**src/common/dma_pkg.sv**
```systemverilog
// Sizes and bus types for the DMA cluster, which assume NB_CORES equals 2**CORE_ID_WIDTH
package dma_pkg;

  localparam int NB_CORES         = 4;
  localparam int CORE_QUEUE_DEPTH = 2;   // Must stay a power of two
  localparam int TCDM_ADDR_WIDTH  = 10;
  localparam int EXT_ADDR_WIDTH   = 16;
  localparam int LEN_WIDTH        = 8;
  localparam int CORE_ID_WIDTH    = 2;

  // Queue bookkeeping widths
  localparam int QPTR_WIDTH = $clog2(CORE_QUEUE_DEPTH);
  localparam int QCNT_WIDTH = $clog2(CORE_QUEUE_DEPTH + 1);
  localparam logic [QCNT_WIDTH-1:0] QUEUE_FULL_CNT = QCNT_WIDTH'(CORE_QUEUE_DEPTH);

  // Control port word offsets, taken from adr[3:2]
  localparam logic [1:0] REG_TCDM_ADDR = 2'd0;
  localparam logic [1:0] REG_EXT_ADDR  = 2'd1;
  localparam logic [1:0] REG_CMD       = 2'd2;
  localparam logic [1:0] REG_STATUS    = 2'd3;

  // Wishbone classic, master to slave
  typedef struct packed {
    logic        cyc;
    logic        stb;
    logic        we;
    logic [31:0] adr;
    logic [31:0] dat;
  } wb_req_t;

  // Wishbone classic, slave to master
  typedef struct packed {
    logic        ack;
    logic [31:0] dat;
  } wb_rsp_t;

  typedef enum logic {
    EXT_TO_TCDM = 1'b0,
    TCDM_TO_EXT = 1'b1
  } dma_dir_e;

  typedef struct packed {
    logic [22:0]          rsvd;
    dma_dir_e             dir;
    logic [LEN_WIDTH-1:0] len;
  } dma_cmd_t;

  // Write data seen either as a word address or as a command
  typedef union packed {
    logic [31:0] addr;
    dma_cmd_t    cmd;
  } dma_ctrl_word_u;

  typedef struct packed {
    dma_dir_e                   dir;
    logic [LEN_WIDTH-1:0]       len;
    logic [TCDM_ADDR_WIDTH-1:0] tcdm_addr;
    logic [EXT_ADDR_WIDTH-1:0]  ext_addr;
    logic [CORE_ID_WIDTH-1:0]   core_id;
  } dma_job_t;

endpackage

```
**src/logic/dma_core_port.sv**
```systemverilog
// Per-core control slave with full-word access only, address bits above [3:2] are ignored
`timescale 1ns/10ps
module dma_core_port (
  input  logic                               clk_i,
  input  logic                               rst_n_i,
  input  dma_pkg::wb_req_t                   wb_req_i,
  output dma_pkg::wb_rsp_t                   wb_rsp_o,
  input  logic [dma_pkg::CORE_ID_WIDTH-1:0]  core_id_i,
  output dma_pkg::dma_job_t                  job_o,
  output logic                               job_valid_o,
  input  logic                               pop_i
);

  dma_pkg::dma_ctrl_word_u                wdata;
  dma_pkg::dma_job_t                      new_job;
  dma_pkg::dma_job_t                      queue_q [dma_pkg::CORE_QUEUE_DEPTH];
  logic [dma_pkg::QPTR_WIDTH-1:0]         wr_ptr_q;
  logic [dma_pkg::QPTR_WIDTH-1:0]         rd_ptr_q;
  logic [dma_pkg::QCNT_WIDTH-1:0]         cnt_q;
  logic [dma_pkg::TCDM_ADDR_WIDTH-1:0]    tcdm_addr_q;
  logic [dma_pkg::EXT_ADDR_WIDTH-1:0]     ext_addr_q;
  logic [1:0]                             reg_off;
  logic                                   req_new;
  logic                                   is_cmd_wr;
  logic                                   full;
  logic                                   accept;
  logic                                   push;
  logic                                   ack_q;
  logic [31:0]                            rdata;
  logic [31:0]                            rdata_q;

  assign wdata     = wb_req_i.dat;
  assign reg_off   = wb_req_i.adr[3:2];
  assign req_new   = wb_req_i.cyc & wb_req_i.stb & ~ack_q;  // Old request still up during ack
  assign is_cmd_wr = wb_req_i.we & (reg_off == dma_pkg::REG_CMD);
  assign full      = (cnt_q == dma_pkg::QUEUE_FULL_CNT);

  // A command on a full queue waits, unless the head leaves this very edge
  assign accept = req_new & (~is_cmd_wr | ~full | pop_i);
  assign push   = accept & is_cmd_wr;

  always_comb begin
    new_job.dir       = wdata.cmd.dir;
    new_job.len       = wdata.cmd.len;
    new_job.tcdm_addr = tcdm_addr_q;
    new_job.ext_addr  = ext_addr_q;
    new_job.core_id   = core_id_i;
  end

  always_comb begin
    rdata = '0;
    case (reg_off)
      dma_pkg::REG_TCDM_ADDR: rdata[dma_pkg::TCDM_ADDR_WIDTH-1:0] = tcdm_addr_q;
      dma_pkg::REG_EXT_ADDR:  rdata[dma_pkg::EXT_ADDR_WIDTH-1:0]  = ext_addr_q;
      dma_pkg::REG_STATUS:    rdata[dma_pkg::QCNT_WIDTH-1:0]      = cnt_q;  // Jobs pending
      default: ;
    endcase
  end

  always_ff @(posedge clk_i or negedge rst_n_i) begin
    if (!rst_n_i) begin
      ack_q    <= 1'b0;
      wr_ptr_q <= '0;
      rd_ptr_q <= '0;
      cnt_q    <= '0;
    end else begin
      ack_q <= accept;
      if (push) begin
        wr_ptr_q <= wr_ptr_q + 1'b1;  // Wraps with a power-of-two depth
      end
      if (pop_i) begin
        rd_ptr_q <= rd_ptr_q + 1'b1;
      end
      case ({push, pop_i})
        2'b10:   cnt_q <= cnt_q + 1'b1;
        2'b01:   cnt_q <= cnt_q - 1'b1;
        default: ;
      endcase
    end
  end

  // Address registers, queue slots and read data
  always_ff @(posedge clk_i) begin
    if (accept && wb_req_i.we && reg_off == dma_pkg::REG_TCDM_ADDR) begin
      tcdm_addr_q <= wdata.addr[dma_pkg::TCDM_ADDR_WIDTH-1:0];
    end
    if (accept && wb_req_i.we && reg_off == dma_pkg::REG_EXT_ADDR) begin
      ext_addr_q <= wdata.addr[dma_pkg::EXT_ADDR_WIDTH-1:0];
    end
    if (push) begin
      queue_q[wr_ptr_q] <= new_job;
    end
    if (accept) begin
      rdata_q <= rdata;
    end
  end

  assign job_o       = queue_q[rd_ptr_q];
  assign job_valid_o = (cnt_q != '0);

  assign wb_rsp_o.ack = ack_q;
  assign wb_rsp_o.dat = rdata_q;

endmodule

```
**src/logic/dma_cmd_arbiter.sv**
```systemverilog
// Round-robin over the queue heads; the pointer wraps only when NB_CORES is a power of two
`timescale 1ns/10ps
module dma_cmd_arbiter (
  input  logic                                     clk_i,
  input  logic                                     rst_n_i,
  input  dma_pkg::dma_job_t [dma_pkg::NB_CORES-1:0] req_jobs_i,
  input  logic [dma_pkg::NB_CORES-1:0]             req_valid_i,
  output logic [dma_pkg::NB_CORES-1:0]             pop_o,
  output dma_pkg::dma_job_t                        job_o,
  output logic                                     job_valid_o,
  input  logic                                     job_take_i
);

  logic [dma_pkg::CORE_ID_WIDTH-1:0] rr_ptr_q;
  logic [dma_pkg::CORE_ID_WIDTH-1:0] sel;
  logic                              found;
  logic                              take;

  // First valid core at or after the pointer
  always_comb begin : sel_logic
    logic [dma_pkg::CORE_ID_WIDTH-1:0] idx;
    found = 1'b0;
    sel   = rr_ptr_q;
    for (int i = 0; i < dma_pkg::NB_CORES; i++) begin
      idx = rr_ptr_q + i[dma_pkg::CORE_ID_WIDTH-1:0];
      if (!found && req_valid_i[idx]) begin
        found = 1'b1;
        sel   = idx;
      end
    end
  end

  assign job_o       = req_jobs_i[sel];
  assign job_valid_o = found;
  assign take        = found & job_take_i;

  always_comb begin
    pop_o = '0;
    if (take) begin
      pop_o[sel] = 1'b1;  // Head leaves on the take edge
    end
  end

  always_ff @(posedge clk_i or negedge rst_n_i) begin
    if (!rst_n_i) begin
      rr_ptr_q <= '0;
    end else if (take) begin
      rr_ptr_q <= sel + 1'b1;  // Served core goes to the back
    end
  end

endmodule

```
**src/engine/dma_engine.sv**
```systemverilog
// Single-word copy engine with one bus cycle at a time and no error or retry handling
`timescale 1ns/10ps
module dma_engine (
  input  logic                          clk_i,
  input  logic                          rst_n_i,
  input  dma_pkg::dma_job_t             job_i,
  input  logic                          job_valid_i,
  output logic                          job_take_o,
  output dma_pkg::wb_req_t              tcdm_req_o,
  input  dma_pkg::wb_rsp_t              tcdm_rsp_i,
  output dma_pkg::wb_req_t              ext_req_o,
  input  dma_pkg::wb_rsp_t              ext_rsp_i,
  output logic [dma_pkg::NB_CORES-1:0]  term_evt_o,
  output logic                          active_o
);

  typedef enum logic [1:0] {
    IDLE,
    READ,
    WRITE,
    DONE
  } state_e;

  state_e                            state_q;
  dma_pkg::dma_job_t                 job_q;      // Address fields advance per word
  logic [dma_pkg::LEN_WIDTH-1:0]     remain_q;
  logic [31:0]                       data_q;
  logic [dma_pkg::NB_CORES-1:0]      term_evt_q;
  logic                              rd_on_ext;
  logic                              rd_ack;
  logic                              wr_ack;
  logic [31:0]                       rd_dat;
  logic                              start;

  assign rd_on_ext = (job_q.dir == dma_pkg::EXT_TO_TCDM);
  assign rd_ack    = rd_on_ext ? ext_rsp_i.ack : tcdm_rsp_i.ack;
  assign rd_dat    = rd_on_ext ? ext_rsp_i.dat : tcdm_rsp_i.dat;
  assign wr_ack    = rd_on_ext ? tcdm_rsp_i.ack : ext_rsp_i.ack;

  assign job_take_o = (state_q == IDLE);
  assign start      = job_take_o & job_valid_i;

  always_ff @(posedge clk_i or negedge rst_n_i) begin
    if (!rst_n_i) begin
      state_q    <= IDLE;
      remain_q   <= '0;
      term_evt_q <= '0;
    end else begin
      term_evt_q <= '0;
      case (state_q)
        IDLE: begin
          if (start) begin
            remain_q <= job_i.len;
            state_q  <= (job_i.len == '0) ? DONE : READ;  // Empty job only signals
          end
        end
        READ: begin
          if (rd_ack) begin
            state_q <= WRITE;
          end
        end
        WRITE: begin
          if (wr_ack) begin
            remain_q <= remain_q - 1'b1;
            state_q  <= (remain_q == 1) ? DONE : READ;
          end
        end
        DONE: begin
          term_evt_q[job_q.core_id] <= 1'b1;
          state_q                   <= IDLE;
        end
        default: state_q <= IDLE;
      endcase
    end
  end

  // Job copy and word buffer
  always_ff @(posedge clk_i) begin
    if (start) begin
      job_q <= job_i;
    end else if (state_q == WRITE && wr_ack) begin
      job_q.tcdm_addr <= job_q.tcdm_addr + 1'b1;
      job_q.ext_addr  <= job_q.ext_addr + 1'b1;
    end
    if (state_q == READ && rd_ack) begin
      data_q <= rd_dat;
    end
  end

  always_comb begin
    tcdm_req_o     = '0;
    ext_req_o      = '0;
    tcdm_req_o.adr[dma_pkg::TCDM_ADDR_WIDTH-1:0] = job_q.tcdm_addr;
    ext_req_o.adr[dma_pkg::EXT_ADDR_WIDTH-1:0]   = job_q.ext_addr;
    tcdm_req_o.dat = data_q;
    ext_req_o.dat  = data_q;
    if (state_q == READ) begin
      if (rd_on_ext) begin
        ext_req_o.cyc = 1'b1;
        ext_req_o.stb = 1'b1;
      end else begin
        tcdm_req_o.cyc = 1'b1;
        tcdm_req_o.stb = 1'b1;
      end
    end else if (state_q == WRITE) begin
      if (rd_on_ext) begin
        tcdm_req_o.cyc = 1'b1;
        tcdm_req_o.stb = 1'b1;
        tcdm_req_o.we  = 1'b1;
      end else begin
        ext_req_o.cyc = 1'b1;
        ext_req_o.stb = 1'b1;
        ext_req_o.we  = 1'b1;
      end
    end
  end

  assign term_evt_o = term_evt_q;  // One cycle after DONE
  assign active_o   = (state_q != IDLE);

endmodule

```
**src/logic/dmac_top.sv**
```systemverilog
// Cluster DMA top with word addresses on both memory masters and one job in flight at a time
`timescale 1ns/10ps
module dmac_top (
  input  logic                                    clk_i,
  input  logic                                    rst_n_i,
  input  dma_pkg::wb_req_t [dma_pkg::NB_CORES-1:0] ctrl_req_i,
  output dma_pkg::wb_rsp_t [dma_pkg::NB_CORES-1:0] ctrl_rsp_o,
  output dma_pkg::wb_req_t                        tcdm_req_o,
  input  dma_pkg::wb_rsp_t                        tcdm_rsp_i,
  output dma_pkg::wb_req_t                        ext_req_o,
  input  dma_pkg::wb_rsp_t                        ext_rsp_i,
  output logic [dma_pkg::NB_CORES-1:0]            term_evt_o,
  output logic                                    busy_o
);

  dma_pkg::dma_job_t [dma_pkg::NB_CORES-1:0] port_jobs;
  logic [dma_pkg::NB_CORES-1:0]              port_valid;
  logic [dma_pkg::NB_CORES-1:0]              port_pop;
  dma_pkg::dma_job_t                         arb_job;
  logic                                      arb_valid;
  logic                                      eng_take;
  logic                                      eng_active;

  for (genvar k = 0; k < dma_pkg::NB_CORES; k++) begin : g_core_port
    dma_core_port u_core_port (
      .clk_i       ( clk_i                             ),
      .rst_n_i     ( rst_n_i                           ),
      .wb_req_i    ( ctrl_req_i[k]                     ),
      .wb_rsp_o    ( ctrl_rsp_o[k]                     ),
      .core_id_i   ( dma_pkg::CORE_ID_WIDTH'(k)        ),  // Tags jobs for the event
      .job_o       ( port_jobs[k]                      ),
      .job_valid_o ( port_valid[k]                     ),
      .pop_i       ( port_pop[k]                       )
    );
  end

  dma_cmd_arbiter u_arbiter (
    .clk_i       ( clk_i      ),
    .rst_n_i     ( rst_n_i    ),
    .req_jobs_i  ( port_jobs  ),
    .req_valid_i ( port_valid ),
    .pop_o       ( port_pop   ),
    .job_o       ( arb_job    ),
    .job_valid_o ( arb_valid  ),
    .job_take_i  ( eng_take   )
  );

  dma_engine u_engine (
    .clk_i       ( clk_i      ),
    .rst_n_i     ( rst_n_i    ),
    .job_i       ( arb_job    ),
    .job_valid_i ( arb_valid  ),
    .job_take_o  ( eng_take   ),
    .tcdm_req_o  ( tcdm_req_o ),
    .tcdm_rsp_i  ( tcdm_rsp_i ),
    .ext_req_o   ( ext_req_o  ),
    .ext_rsp_i   ( ext_rsp_i  ),
    .term_evt_o  ( term_evt_o ),
    .active_o    ( eng_active )
  );

  // Pending work anywhere in the controller
  assign busy_o = (|port_valid) | eng_active;

endmodule

```
**config.mk**
```make
export PLATFORM = sky130hd
export DESIGN_NAME = dmac_top
export DESIGN_NICKNAME = d
export VERILOG_FILES = /design/src/common/dma_pkg.sv /design/src/logic/dma_core_port.sv /design/src/logic/dma_cmd_arbiter.sv /design/src/engine/dma_engine.sv /design/src/logic/dmac_top.sv
export SDC_FILE = /design/constraint.sdc
export NUM_CORES = 1
export LEC_CHECK = 0
export BUFFER_PORTS_ARGS = -buffer_cell sky130_fd_sc_hd__buf_2
export CORE_AREA = 4 4 235 237
export DETAILED_ROUTE_END_ITERATION = 6
export DIE_AREA = 0 0 239 241
export PLACE_DENSITY = 0.63
export RECOVER_POWER = 25
export SLEW_MARGIN = 10
export SYNTH_ARGS = -nofsm -noshare
export SYNTH_HDL_FRONTEND = slang
export SYNTH_SLANG_ARGS = --single-unit
```
**constraint.sdc**
```tcl
create_clock -name clk_i -period 7.06 [get_ports clk_i]
set_clock_uncertainty 0.15 [all_clocks]
set_input_delay 1.412 -clock clk_i [delete_from_list [all_inputs] [get_ports clk_i]]
set_output_delay 1.412 -clock clk_i [all_outputs]
set_load 0.01 [all_outputs]
```
==> results of run 1 <==
-- logic make-up after synthesis --
| family | Yosys count | synth area share (%) |
|---|---|---|
| XOR/XNOR | 41 | 1.642 |
| buffers and inverters | 246 | 6.985 |
| multiplexers | 217 | 9.780 |
| AND/OR/NAND/NOR | 214 | 4.838 |
| other | 1 | 0.01646 |
| adder cells (fa/ha/maj) | 8 | 0.4393 |
| flip-flops | 545 | 71.04 |
| AO/OA/AOI/OAI | 181 | 5.261 |
-- placed cells by master, fill, tap and decap left out, drive strengths merged, types with 4 or more instances in the layout --
| cell | Yosys | routed |
|---|---|---|
| dfrtp | 36 | 36 |
| inv | 15 | 15 |
| and2 | 27 | 27 |
| nor3 | 14 | 14 |
| clkinv | 0 | 16 |
| o221ai | 5 | 5 |
| o221a | 4 | 4 |
| or2 | 7 | 7 |
| mux2 | 45 | 45 |
| or4 | 4 | 4 |
| a21oi | 12 | 12 |
| xnor2 | 20 | 20 |
| a211o | 6 | 6 |
| ha | 8 | 8 |
| nor3b | 5 | 5 |
| nand2 | 29 | 29 |
| conb | 1 | 102 |
| a22o | 12 | 12 |
| and3 | 9 | 9 |
| buf | 192 | 322 |
| nor2b | 11 | 11 |
| diode | 0 | 4 |
| o21ai | 58 | 58 |
| edfxtp | 509 | 509 |
| mux2i | 172 | 172 |
| clkbuf | 39 | 97 |
| o22ai | 53 | 53 |
| nand3 | 19 | 19 |
| nor2 | 71 | 71 |
| xor2 | 21 | 21 |
-- routing by layer --
layer / up-vias / GRT usage (%) / part of all wire [%]
met3: 84 / 4.182 / 7.4
met1: 6329 / 26.15 / 39
met5: - / 0 / 0.077
met2: 532 / 34.04 / 49
met4: 8 / 8.185 / 3.8
li1: 5765 / - / -
-- per-stage QoR --
step                      cells  setup slack (ps)  hold slack [ps]  util, %  instance area (um^2)
after global placement     2362              2532            299.5    45.78                 24390
after CTS                  2460              2512            321.1    49.01                 26120
after floorplan            1554              2724            278.7        -                 23160
after detailed placement   2362              2523            307.3    45.78                 24390
after global routing       2462              2332            329.6    48.97                 26090
final                      2464              2509            322.3    48.98                 26100
-- worst max-delay path, cell delays in order (launching register included) --
cell and delay (ps):
sky130_fd_sc_hd__dfrtp_1 550, sky130_fd_sc_hd__or4_4 620, sky130_fd_sc_hd__o21ai_2 160, sky130_fd_sc_hd__and2_1 420
sky130_fd_sc_hd__inv_4 130, sky130_fd_sc_hd__nor3_4 340, sky130_fd_sc_hd__nor3b_1 150, sky130_fd_sc_hd__or3b_1 540
sky130_fd_sc_hd__nor2_2 740, sky130_fd_sc_hd__buf_4 400
-- sequential cells by signal, indices dropped and copies added, names as in the netlist --
name / count
u_engine.job_q: 3
g_core_port.u_core_port.ext_addr_q: 64
g_core_port.u_core_port.queue_q: 280
g_core_port.u_core_port.wr_ptr_q: 4
g_core_port.u_core_port.rdata_q: 64
u_engine.ext_req_o: 16
g_core_port.u_core_port.ack_q: 4
u_engine.tcdm_req_o: 10
u_engine.remain_q: 8
g_core_port.u_core_port.cnt_q: 8
u_engine.data_q: 32
g_core_port.u_core_port.tcdm_addr_q: 40
u_engine.state_q: 2
u_engine.term_evt_o: 4
g_core_port.u_core_port.rd_ptr_q: 4
u_arbiter.rr_ptr_q: 2
-- final timing paths --
check                                                                    startpoint                                                   to  slack, ps  cells after the start
worst max-delay path                g_core_port[2].u_core_port.cnt_q[0]$_DFFE_PN0P_  g_core_port[0].u_core_port.queue_q[1][16]$_DFFE_PP_       2510                      9
worst min-delay path            g_core_port[0].u_core_port.tcdm_addr_q[2]$_DFFE_PP_  g_core_port[0].u_core_port.queue_q[0][18]$_DFFE_PP_        320                      0
worst max register to register      g_core_port[2].u_core_port.cnt_q[0]$_DFFE_PN0P_  g_core_port[0].u_core_port.queue_q[1][16]$_DFFE_PP_       2510                      9
worst min register to register  g_core_port[0].u_core_port.tcdm_addr_q[2]$_DFFE_PP_  g_core_port[0].u_core_port.queue_q[0][18]$_DFFE_PP_        320                      0
max in group asynchronous                                                   rst_n_i      g_core_port[3].u_core_port.rd_ptr_q$_DFFE_PN0P_       5510                      2
min in group asynchronous                                                   rst_n_i           g_core_port[1].u_core_port.ack_q$_DFF_PN0_        750                      2
-- cell type report --
class | instances | share of cell area [%]
inverter | 15 | 0.2253
timing repair buffer | 343 | 6.697
antenna | 4 | 0.03835
multi-input combinational | 763 | 21.07
sequential | 545 | 62.04
clock inverter | 22 | 0.8438
clock buffer | 76 | 5.758
tap | 696 | 3.337
-- power by group through the flow --
stage | sequential [mW] | combinational (mW) | clock (mW)
floorplan | 4.20 | 2.27 | 0
global placement | 4.46 | 3.07 | 0
detailed placement | 4.48 | 3.09 | 0
CTS | 4.41 | 3.10 | 2.84
global route | 4.45 | 3.30 | 2.97
finish | 4.41 | 3.08 | 2.78
==> results by stage, run 1 <==
CTS:
- TritonCTS built the clock tree.
- CTS saw 545 sinks.
- No sink is reached through more buffers than the 3 on the longest clock path.
- The count of cells resized by post-cts repair is 0.
- The post-CTS clock slew at the launch and capture registers of the worst setup and hold paths is 60 ps.
- The count of hold buffers inserted by post-cts repair is 0.
- The root cell of the clock tree is sky130_fd_sc_hd__clkbuf_16.
- The H-tree was split into 2 levels.
- The clock reaches the later pin of the worst-skew pair after 610 ps.
- Buffers inserted during clock tree synthesis total 53.
- The number of setup buffers added after CTS is 0.

Cells and area:
- The area growth from synthesis to layout is 14.55%.
- The total number of nets in the final design is 2065.
- The multi-input logic area is 0.005498 mm^2.
- Registers take 0.01619 mm^2.
- Cells with a size suffix above 1 make up 27.95% of the layout.
- The layout has 4506 filler cells.

STA:
- The final cycle utilization of the critical path is 64.46%.
- The number of endpoints with negative hold slack in the final report is 0.
- The clock period minus final worst setup slack is 4551 ps.
- The worst-margin pin slew is 1131 ps.
- Static timing analysis puts the maximum clock frequency at 219.7 MHz.
- The accumulated negative setup slack is 0 ps.
- Setup violations remaining at the end of the flow were counted as 0.
- In this run the tightest slew margin relative to its limit is 24.61%.
- Setup repair after global routing left no endpoint under its margin.
- The final number of max-transition violations is 0.

Logic synthesis:
- The number of distinct library cells after synthesis is 66.
- Counting flops and latches in the post-synthesis netlist gives 545.
- The netlist area before placement is 0.02278 mm^2.
- The proportion of synthesized flip-flops having asynchronous set or reset is 6.606%.
- Yosys mapped a number of flops with a built-in enable equal to 509.
- The prevailing post-synth register cell is sky130_fd_sc_hd__edfxtp_1.
- The sequential fraction of the synthesis area is 71.04%.
- Sorting the synthesized cells by area gives the leading types as sky130_fd_sc_hd__edfxtp_1 (67%), sky130_fd_sc_hd__mux2i_1 (7.6%), sky130_fd_sc_hd__buf_4 (5.5%), sky130_fd_sc_hd__dfrtp_1 (4.0%), sky130_fd_sc_hd__mux2_2 (2.2%).
- During synthesis, Yosys emitted a total of 0 warnings.
- The cell count after synthesis came out at 1453.
- The most frequent cell after synthesis is sky130_fd_sc_hd__edfxtp_1.
- The biggest area consumer among synthesized cells is sky130_fd_sc_hd__edfxtp_1.
- By count the netlist is led by sky130_fd_sc_hd__edfxtp_1 (509), sky130_fd_sc_hd__mux2i_1 (172), sky130_fd_sc_hd__buf_4 (167).
- The share of the synthesized area in the top cell type is 67.08%.
- A synthesized cell averages 15.68 um^2.

Global routing:
- The number of global-route vias before repair is 12370.
- Entering global routing, the biggest net connects 42 pins.
- The total overflow left after global routing is 0.
- The combined global-route utilization of all metal layers is 20.32%.
- The wire length of the first global-routing pass is 85020 um.
- The initial antenna violation count came to 12.

Pwr:
- Of the total power, the clock network draws 27.1%.
- After layout, the design draws a total of 10.28 mW.
- Net switching is 34.93% of the power.
- IR analysis of the VDD net gives a maximum drop of 0.1801 mV.
- The standby leakage power is 9.804 nW.
- Cell internal power was estimated by the tool at 6.690 mW.
- The sequential power share is 42.9%.
- In this run the power density over the cells is 393.9 mW/mm^2.
- The share of total power dissipated in combinational logic is 30.0%.
- The switching component of the power is 3.591 mW.

Detailed routing:
- The number of design rule violations left after detail routing is 0.
- The routed design has 61390 um of wire.
- The remaining number of nets flagged by the antenna check after routing is 0.
- In the routed layout, each cell is associated on average with a via count of 5.162.
- The first-pass iteration count of the detailed router is 5.
- Dividing the detail-routed wire length by the instance count gives 24.91 um.
- The first-iteration detailed-routing DRC count is 984.
- For this block, the via count after detailed routing is 12720.

Floorplanning:
- The floorplan step defined a die boundary enclosing 0.05760 mm^2.
- The core area is 0.05328 mm^2.
- The effective utilization at floorplan is 42.76%.
- The site row count is 85.
- For this design the top-level I/O count stands at 607.
- The x dimension of the die is 239 um.
- The overall die height is 241 um.

Run:
- The tool flagged a number of max-cap violations equal to 0.

Outcome:
- The flow ran to the end, and the final reports show no timing, DRC or antenna violations.

Critical path:
- The startpoint-to-endpoint class of the critical path is flip-flop to flip-flop.
- The critical path required time is 7190 ps.
- The arrival time of the worst setup path is 4680 ps.
- STA classifies the critical path endpoint as a flip-flop.
- The peak fanout along the critical path is 18.
- STA classifies the critical path startpoint as a flip-flop.

Hold path:
- In this run the worst hold path is classified as flip-flop to flip-flop.

Placement:
- The HPWL after detailed placement is 45630 um.
- The count of port buffers added during placement is 320.
- The final weighted congestion of routability-driven global placement is 0.8501.
Note: power is estimated with default switching activity, not from simulation.
==> run 2: changes to the inputs <==
- ABC_AREA: not set -> 1
- CORE_AREA: 4 4 235 237 -> 4 4 234 236
- DIE_AREA: 0 0 239 241 -> 0 0 238 240
- PLACE_DENSITY: 0.63 -> 0.64
- clock period: 7.06 -> 4.2 ns (I/O delays scaled with it)
==> run 2 against run 1 <==
Effect of this change:
- sequential share of layout area is 1.7 points lower
- routed wire length is 2.4% higher
- maximum frequency is 19% higher
- critical path depth is 8 higher
- synthesized cell count is 27% higher
- via count is 15% higher
==> results by stage, run 2 <==
Outcome:
- The run finished with clean final reports.

Cells and area:
- The largest registers in the layout are g_core_port.u_core_port.queue_q: 280 flops, g_core_port.u_core_port.ext_addr_q: 64 flops, g_core_port.u_core_port.rdata_q: 64 flops.
- The utilization after layout was 51.13% (+2.2 points).
- The signed area change from the synthesized netlist to the final layout is 15.95%.
- The ratio of cells with drive above 1 in the final layout is 24.68% (-3.3 points).
- The number of fill cells was 4527 (+0.47%).
- The top register by number of flip-flops is g_core_port.u_core_port.queue_q.
- The top cell types in the final layout, fill and taps aside, are sky130_fd_sc_hd__edfxtp_1 (509), sky130_fd_sc_hd__nand2_1 (468), sky130_fd_sc_hd__buf_2 (281), sky130_fd_sc_hd__conb_1 (102), sky130_fd_sc_hd__o211ai_1 (78).
- The count of non-filler cells in the finished layout was 2892 (+17%).
- Leaving out fill and tap cells, the most frequent cell in the layout is sky130_fd_sc_hd__edfxtp_1.
- The total number of nets in the final design is 2503 (+21%).
- The flip-flop count of the largest register, all copies and words added is 280 (unchanged).
- The finished layout cell area came to 0.02682 mm^2 (+2.8%).
- The count of antenna diodes in the layout is 0 (-4).

Placement:
- The post-DP HPWL is 46150 um (+1.1%).
- The post-placement cell area is 0.02504 mm^2 (+2.6%).
- The count of port buffers added during placement is 320 (unchanged).
- The number of placed cells counting well taps is 2786 (+18%).
- The post-placement worst setup slack is 181.0 ps (-2342 ps).
- The final weighted congestion of routability-driven global placement came to 0.8528 (+0.32%).

Critical path:
- The cell family contributing the most delay on the critical path is simple AND/OR/NAND/NOR gates.
- The startpoint-to-endpoint class of the critical path is flip-flop to flip-flop.
- The cell that appears most often on the critical path is sky130_fd_sc_hd__nand2_1.
- The critical path required time is 4530 ps (-2660 ps).
- The worst path buffer plus inverter count was 1 (-1).
- The register-to-register setup slack is 380 ps (-2130 ps).
- The depth of the worst register-to-register path is 17 (+8).
- STA classifies the critical path endpoint as a flip-flop.
- The peak per-stage delay on the critical path is 650 ps (-90 ps).
- Walking the worst path, the cells encountered are inv_6, nand2_1, nand2_1, nand3_2, nand2_4, nor2_8, nand3_4, nand2_2, nand2_1, nor2_1, nand2_1, nand4_1, nand3_1, ha_1, a21oi_1, o21ai_0, xnor2_1.
- The startpoint of the lowest-slack register-to-register path is u_arbiter.rr_ptr_q[0]$_DFFE_PN0N_.
- The peak fanout along the critical path is 10 (-8).
- The destination of the worst register-to-register timing path is g_core_port[3].u_core_port.cnt_q[1]$_DFFE_PN0P_.
- The launching element type of the critical path is a flip-flop.
- The arrival time of the worst setup path is 4150 ps (-530 ps).
- The slowest stage of the critical path belongs to the cell sky130_fd_sc_hd__dfrtp_1.

Floorplanning:
- The die area came to 0.05712 mm^2 (-0.83%).
- The overall die height is 240 um (-0.41%).
- The number of primary I/O pins was 607 (unchanged).
- The site row count is 84 (-1.2%).
- The core area is 0.05245 mm^2 (-1.6%).
- The x dimension of the die was 238 um (-0.42%).
- The effective utilization at floorplan is 44.10% (+1.3 points).

CTS:
- The later-pin clock latency in the skew report was 610 ps (about the same).
- CTS placed an instance of sky130_fd_sc_hd__clkbuf_16 at the clock tree root.
- The number of buffers between clock root and the deepest sink is 3 (unchanged).
- The TritonCTS clock tree is built.
- The clock sink count is 545 (unchanged).
- The number of clock buffers inserted by TritonCTS is 55 (+3.8%).
- The post-CTS clock slew at the launch and capture registers of the worst setup and hold paths is 60 ps (about the same).
- The count of hold buffers inserted by post-cts repair came to 0 (unchanged).
- The depth of the CTS H-tree is 2 (unchanged).

STA:
- The peak clock frequency supported by timing is 262.0 MHz (+19%).
- The final number of max-transition violations was 0 (unchanged).
- The clock period minus final worst setup slack came to 3817 ps (-733.7 ps).
- The worst hold margin is 133.9 ps (-188.4 ps).
- The number of endpoints failing setup at the final stage was 0 (unchanged).
- The relative max-transition margin is 38.64% (+14 points).
- The number of endpoints with negative hold slack in the final report came to 0 (unchanged).
- Setup repair after global routing left no endpoint under its margin.
- The accumulated negative setup slack is 0 ps (unchanged).
- The worst-margin pin slew is 917.0 ps (-213.8 ps).
- The final cycle utilization of the critical path is 90.89% (+26 points).
- The final worst setup slack came to 382.8 ps (-2126 ps).

Logic synthesis:
- By instance count, the leading cell after synthesis is sky130_fd_sc_hd__edfxtp_1.
- The netlist area before placement is 0.02313 mm^2 (+1.5%).
- Counting instances in the post-synthesis netlist gives the leading cell types as sky130_fd_sc_hd__edfxtp_1 (509), sky130_fd_sc_hd__nand2_1 (468), sky130_fd_sc_hd__buf_4 (171).
- The share of the synthesized area in the top cell type is 66.09% (-0.99 points).
- The sequential fraction of the synthesis area is 69.98% (-1.1 points).
- The number of register bits inferred by synthesis was 545 (unchanged).
- The total number of yosys warnings is 0 (unchanged).
- Among all flip-flop cells after synthesis, the most frequent one is sky130_fd_sc_hd__edfxtp_1.
- The number of distinct library cells after synthesis is 49 (-26%).
- By area the synthesized netlist is led by sky130_fd_sc_hd__edfxtp_1 (66%), sky130_fd_sc_hd__nand2_1 (7.6%), sky130_fd_sc_hd__buf_4 (5.6%), sky130_fd_sc_hd__dfrtp_1 (3.9%), sky130_fd_sc_hd__o211ai_1 (2.5%).
- The proportion of synthesized flip-flops having asynchronous set or reset is 6.606% (unchanged).
- The number of flops mapped to enable cells by yosys is 509 (unchanged).
- The per-instance average area after synthesis was 12.53 um^2 (-20%).
- The cell count after synthesis is 1846 (+27%).
- sky130_fd_sc_hd__edfxtp_1 takes more of the synthesized area than any other cell.

Pwr:
- The power per cell area was 744.8 mW/mm^2 (+89%).
- The worst vdd rail ir drop is 0.4386 mV (+140%).
- The total power is 19.97 mW (+94%).
- The standby leakage power is 10.65 nW (+8.7%).

Detailed routing:
- The remaining number of nets flagged by the antenna check after routing is 0 (unchanged).
- The first-pass iteration count of the detailed router is 5 (unchanged).
- The number of design rule violations left after detail routing is 0 (unchanged).
- The total detailed-routing wirelength is 62880 um (+2.4%).
- The detailed-route wire length per cell is 21.74 um (-13%).
- The first-iteration detailed-routing DRC count is 1503 (+53%).
- The total via count after detailed routing came to 14590 (+15%).
- The via density per instance is 5.046 (-2.2%).

Hold path:
- The path type of the worst min-delay path is input port to asynchronous set/reset pin.

Global routing:
- The initial antenna violation count is 8 (-4).
- The pin count of the biggest net entering global routing is 39 (-7.1%).
- The aggregate global routing overflow is 0 (unchanged).
- The wire length of the first global-routing pass is 89940 um (+5.8%).
- The combined global-route utilization of all metal layers is 21.29% (+0.97 points).
- The number of global-route vias before repair is 13940 (+13%).

Run:
- The max-capacitance violation count was 0 (unchanged).
==> run 2: changes by cell type in the layout (fill, tap and decap cells not counted), moves of 45 or more <==
cell,delta
sky130_fd_sc_hd__o211ai_1,+75
sky130_fd_sc_hd__or2_2,+70
sky130_fd_sc_hd__mux2i_1,-166
sky130_fd_sc_hd__o22ai_1,-52
sky130_fd_sc_hd__nand2_1,+439
sky130_fd_sc_hd__mux2_2,-45
sky130_fd_sc_hd__inv_1,+61
==> run 2: layout make-up <==
class	instances	area, um^2	area share, %
clock buffers	66	1448	5.398
well taps	688	860.8	3.210
clock inverters	36	339.1	1.264
multi-input cells	1094	5537	20.65
flip-flops and latches	545	16190	60.36
repair buffers	384	2146	8.002
inverters	79	301.5	1.124
==> run 2: power breakdown <==
| group | leakage (nW) | internal (mW) | switching [mW] |
|---|---|---|---|
| logic | 4.67 | 2.35 | 5.68 |
| clock network | 0.895 | 2.78 | 2.06 |
| registers | 5.09 | 6.66 | 0.444 |
==> run 2: kinds of logic after synthesis <==
logic type	share of synthesized area [%]
AND/OR/NAND/NOR	14.44
flip-flops	69.98
buffers and inverters	7.850
AO/OA/AOI/OAI	5.610
XOR/XNOR	1.401
adder cells (fa/ha/maj)	0.4328
multiplexers	0.2597
other	0.01621
==> run 2: worst max-delay path by stage <==
stage                                                 start                                            endpoint  slack (ps)  cells past startpoint
after global routing      u_arbiter.rr_ptr_q[0]$_DFFE_PN0N_     g_core_port[3].u_core_port.cnt_q[1]$_DFFE_PN0P_          80                     17
after global placement    u_arbiter.rr_ptr_q[0]$_DFFE_PN0N_     g_core_port[0].u_core_port.cnt_q[1]$_DFFE_PN0P_         350                     15
final                     u_arbiter.rr_ptr_q[0]$_DFFE_PN0N_     g_core_port[3].u_core_port.cnt_q[1]$_DFFE_PN0P_         380                     17
after detailed placement  u_arbiter.rr_ptr_q[0]$_DFFE_PN0N_     g_core_port[3].u_core_port.cnt_q[1]$_DFFE_PN0P_         180                     14
after CTS                 u_arbiter.rr_ptr_q[0]$_DFFE_PN0N_     g_core_port[3].u_core_port.cnt_q[1]$_DFFE_PN0P_         100                     14
after floorplan           u_arbiter.rr_ptr_q[0]$_DFFE_PN0N_  g_core_port[0].u_core_port.queue_q[0][0]$_DFFE_PP_        -410                     16
==> run 2: repair_timing <==
action                     CTS  global route
buffers inserted             0             4
gates resized for setup      0             0
setup endpoints to repair    0             3
==> run 2: metal layers <==
metal	wire length, um	track usage [%]	up-vias
li1	-	-	6811
met1	25580	28.93	7046
met2	29960	34.90	640
met3	5452	4.485	91
met4	1848	6.420	6
met5	41	0	-
==> run 3: changes to the inputs <==
- CORE_AREA: 4 4 234 236 -> 4 4 236 238
- CTS_BUF_LIST: not set -> sky130_fd_sc_hd__clkbuf_4
- DIE_AREA: 0 0 238 240 -> 0 0 240 242
- PLACE_DENSITY: 0.64 -> 0.66
==> run 3 against run 2 <==
Effect of this change:
- sequential share of layout area down 3.0 points
- via count rose by 7.4%
- die area increased by 1.7%
- maximum frequency decreased by 0.57%
- global-route usage increased by 0.74 points
- flip-flop and latch count stayed put
- worst setup slack got worse by 22 ps
- critical path type is now flip-flop to output port
- highest routed layer is now met4
==> results by stage, run 3 (synthesized netlist as in run 2, its figures left out) <==
Outcome:
- The flow ran to the end, and the final reports show no timing, DRC or antenna violations.

Critical path:
- The peak fanout along the critical path is 6 (-4).
- The cell with the largest stage delay on the worst path is sky130_fd_sc_hd__dfrtp_1.
- The critical path required time is 3210 ps (-1320 ps).
- By instance count, the cell type seen most on the critical path is sky130_fd_sc_hd__nand2_1.
- The startpoint identified for the worst register-to-register timing path is u_arbiter.rr_ptr_q[0]$_DFFE_PN0N_.
- STA classifies the critical path startpoint as a flip-flop.
- The register-to-register setup slack came to 510 ps (+130 ps).
- The worst path buffer plus inverter count is 4 (+3).
- The endpoint identified for the worst register-to-register timing path is g_core_port[0].u_core_port.cnt_q[1]$_DFFE_PN0P_.
- The critical path in this run is classified as flip-flop to output port.
- The peak per-stage delay on the critical path is 440 ps (-210 ps).
- The critical path goes through nor2_1, buf_4, nand2_1, nand2_1, nand2_1, nand2_2, inv_1, nor3_1, buf_4, nand2_1, buf_2.
- The cell family contributing the most delay on the critical path is simple AND/OR/NAND/NOR gates.
- The depth of the worst register-to-register path is 16 (-1).
- The arrival time of the worst setup path is 2850 ps (-1300 ps).
- The element type at the critical path end is an output port.

Placement:
- The final weighted congestion of routability-driven global placement is 0.8868 (+4.0%).
- The post-DP HPWL was 46280 um (+0.29%).
- The count of port buffers added during placement is 320 (unchanged).

Detailed routing:
- The via density per instance is 4.909 (-2.7%).
- The first-iteration detailed-routing DRC count came to 1290 (-14%).
- The first-pass iteration count of the detailed router is 5 (unchanged).
- The number of design rule violations left after detail routing came to 0 (unchanged).
- The total detailed-routing wirelength was 65090 um (+3.5%).
- The remaining number of nets flagged by the antenna check after routing is 0 (unchanged).
- The detailed-route wire length per cell is 20.39 um (-6.2%).
- The total via count after detailed routing came to 15670 (+7.4%).

Global routing:
- The combined global-route utilization of all metal layers was 22.02% (+0.74 points).
- The number of global-route vias before repair is 15330 (+9.9%).
- The wire length of the first global-routing pass was 94500 um (+5.1%).
- The initial antenna violation count came to 4 (-4).
- The aggregate global routing overflow is 0 (unchanged).
- The pin count of the biggest net entering global routing is 37 (-5.1%).

Pwr:
- The switching component of the power is 8.462 mW (+3.4%).
- The worst vdd rail ir drop is 0.4170 mV (-4.9%).
- The sequential power share came to 35.0% (-0.6 points).
- The power per cell area is 715.1 mW/mm^2 (-4.0%).
- The standby leakage power is 11.45 nW (+7.5%).
- The net switching share of the total power was 41.91% (+0.95 points).
- The internal portion of total power is 11.73 mW (-0.54%).
- The portion of total power attributed to the clock network is 22.9% (-1.3 points).
- The combinational share of power is 42.1% (+1.9 points).

Cells and area:
- The ratio of cells with drive above 1 in the final layout is 28.20% (+3.5 points).
- The total number of nets in the final design is 2724 (+8.8%).
- The flip-flop count of the largest register, all copies and words added is 280 (unchanged).
- The area growth from synthesis to layout is 22.07%.
- In the layout the commonest cells are sky130_fd_sc_hd__edfxtp_1 (509), sky130_fd_sc_hd__nand2_1 (468), sky130_fd_sc_hd__buf_2 (289), sky130_fd_sc_hd__clkbuf_4 (216), sky130_fd_sc_hd__dlygate4sd3_1 (127).
- The largest registers in the layout are g_core_port.u_core_port.queue_q: 280 flops, g_core_port.u_core_port.ext_addr_q: 64 flops, g_core_port.u_core_port.rdata_q: 64 flops.
- The utilization after layout is 52.67% (+1.5 points).
- The leading cell type in the layout, fill and taps excluded is sky130_fd_sc_hd__edfxtp_1.
- The top register by number of flip-flops is g_core_port.u_core_port.queue_q.

CTS:
- The depth of the CTS H-tree came to 4 (+2).
- The root cell of the clock tree is sky130_fd_sc_hd__clkbuf_4.
- The number of buffers between clock root and the deepest sink came to 3 (unchanged).
- The clock sink count came to 545 (unchanged).
- The later-pin clock latency in the skew report is 960 ps (+350 ps).
- The post-CTS clock slew at the launch and capture registers of the worst setup and hold paths is 60 ps (about the same).
- The TritonCTS clock tree is built.
- The number of clock buffers inserted by TritonCTS came to 144 (+160%).

STA:
- Setup repair after global routing left no endpoint under its margin.
- The relative max-transition margin is 33.84% (-4.8 points).
- The clock period minus final worst setup slack was 3839 ps (+21.95 ps).
- The number of endpoints failing setup at the final stage came to 0 (unchanged).
- The worst hold margin was 131.2 ps (-2.705 ps).
- The final number of max-transition violations is 0 (unchanged).
- The peak clock frequency supported by timing is 260.5 MHz (-0.57%).
- The number of endpoints with negative hold slack in the final report was 0 (unchanged).
- The worst-margin pin slew is 990.1 ps (+73.08 ps).
- The final cycle utilization of the critical path is 91.41% (+0.52 points).

Floorplanning:
- The number of primary I/O pins came to 607 (unchanged).
- The overall die height is 242 um (+0.83%).
- The x dimension of the die was 240 um (+0.84%).
- The effective utilization at floorplan is 43.15% (-0.95 points).
- The die area is 0.05808 mm^2 (+1.7%).
- The site row count is 85 (+1.2%).
- The core area is 0.05360 mm^2 (+2.2%).

Hold path:
- The path class of the tightest hold or removal check is input port to flip-flop.
- In this run the most critical hold path is launched from ctrl_req_i[235].
- The path with the worst hold slack has its endpoint at g_core_port[3].u_core_port.rdata_q[0]$_DFFE_PN_.
- The hold path depth is 3.

Run:
- The max-capacitance violation count is 0 (unchanged).
run 3: changes by cell type in the layout (fill, tap and decap cells not counted), sizes merged:
cell	previous run	this run
clkbuf	105	246
diode	0	8
dlygate4sd3	0	127
buf	345	359
clkinv	29	33
clkinvlp	0	2
bufinv	5	2
run 3: stage by stage:
stage                     setup TNS (ps)  instance area (um^2)  setup WS (ps)  power [mW]  instances
after CTS                              0                 28200          113.8       20.24       3181
after floorplan                   -28390                 23510         -405.5       12.15       1947
after global routing                   0                 28230          11.25       21.43       3192
final                                  0                 28230          360.8       20.19       3193
after global placement                 0                 25080          288.5       15.20       2799
after detailed placement               0                 25080          140.4       15.31       2799
run 3: repair_timing:
| item | in CTS | in global routing |
|---|---|---|
| setup endpoints to repair | 0 | 56 |
| gates resized for setup | 0 | 3 |
| setup buffers | 0 | 4 |
| hold endpoints to repair | 232 | 0 |
| hold buffers | 127 | 0 |
run 3: power groups by stage:
stage	combinational [mW]	clock (mW)	sequential (mW)
final	8.49	4.62	7.07
after global routing	9.20	5.10	7.13
after CTS	8.42	4.76	7.06
after detailed placement	8.13	0	7.17
after global placement	8.05	0	7.15
after floorplan	5.03	0	7.12
run 3: layer usage:
metal	global-route usage, %	wire (um)
met1	27.69	26000
met2	35.87	31620
met3	7.468	5640
met4	7.384	1830
met5	0	0
run 3: layout make-up:
| type | instances | area (um^2) |
|---|---|---|
| diodes | 8 | 20.02 |
| well taps | 696 | 870.8 |
| fillers | 4622 | 25370 |
| repair buffers | 516 | 3465 |
| clock inverters | 39 | 222.7 |
| flip-flops and latches | 545 | 16190 |
| multi-input cells | 1094 | 5544 |
| clock buffers | 216 | 1622 |
| inverters | 79 | 301.5 |
run 3: worst register-to-register path: cells and delay by family, from the launching register on:
kind                       cells  cell delay (ps)
xor gates and xnor gates       1              160
DFF                            1              540
adders and majority gates      1              370
AOI/OAI and AO/OA              4              650
and+or+nand+nor                9             1510
buffers and inverters          1              180
run 3: worst max path at each step:
stage                                                     from                                                  to  slack, ps  cells past startpoint
6_report       g_core_port[3].u_core_port.cnt_q[0]$_DFFE_PN0P_                                              busy_o        360                     11
5_1_grt        g_core_port[0].u_core_port.cnt_q[0]$_DFFE_PN0P_                                              busy_o         10                     10
4_1_cts        g_core_port[0].u_core_port.cnt_q[0]$_DFFE_PN0P_                                              busy_o        110                     10
3_5_place_dp                 u_arbiter.rr_ptr_q[0]$_DFFE_PN0N_     g_core_port[0].u_core_port.cnt_q[1]$_DFFE_PN0P_        140                     15
3_3_place_gp                 u_arbiter.rr_ptr_q[0]$_DFFE_PN0N_     g_core_port[2].u_core_port.cnt_q[1]$_DFFE_PN0P_        290                     17
2_1_floorplan                u_arbiter.rr_ptr_q[0]$_DFFE_PN0N_  g_core_port[0].u_core_port.queue_q[0][0]$_DFFE_PP_       -410                     16
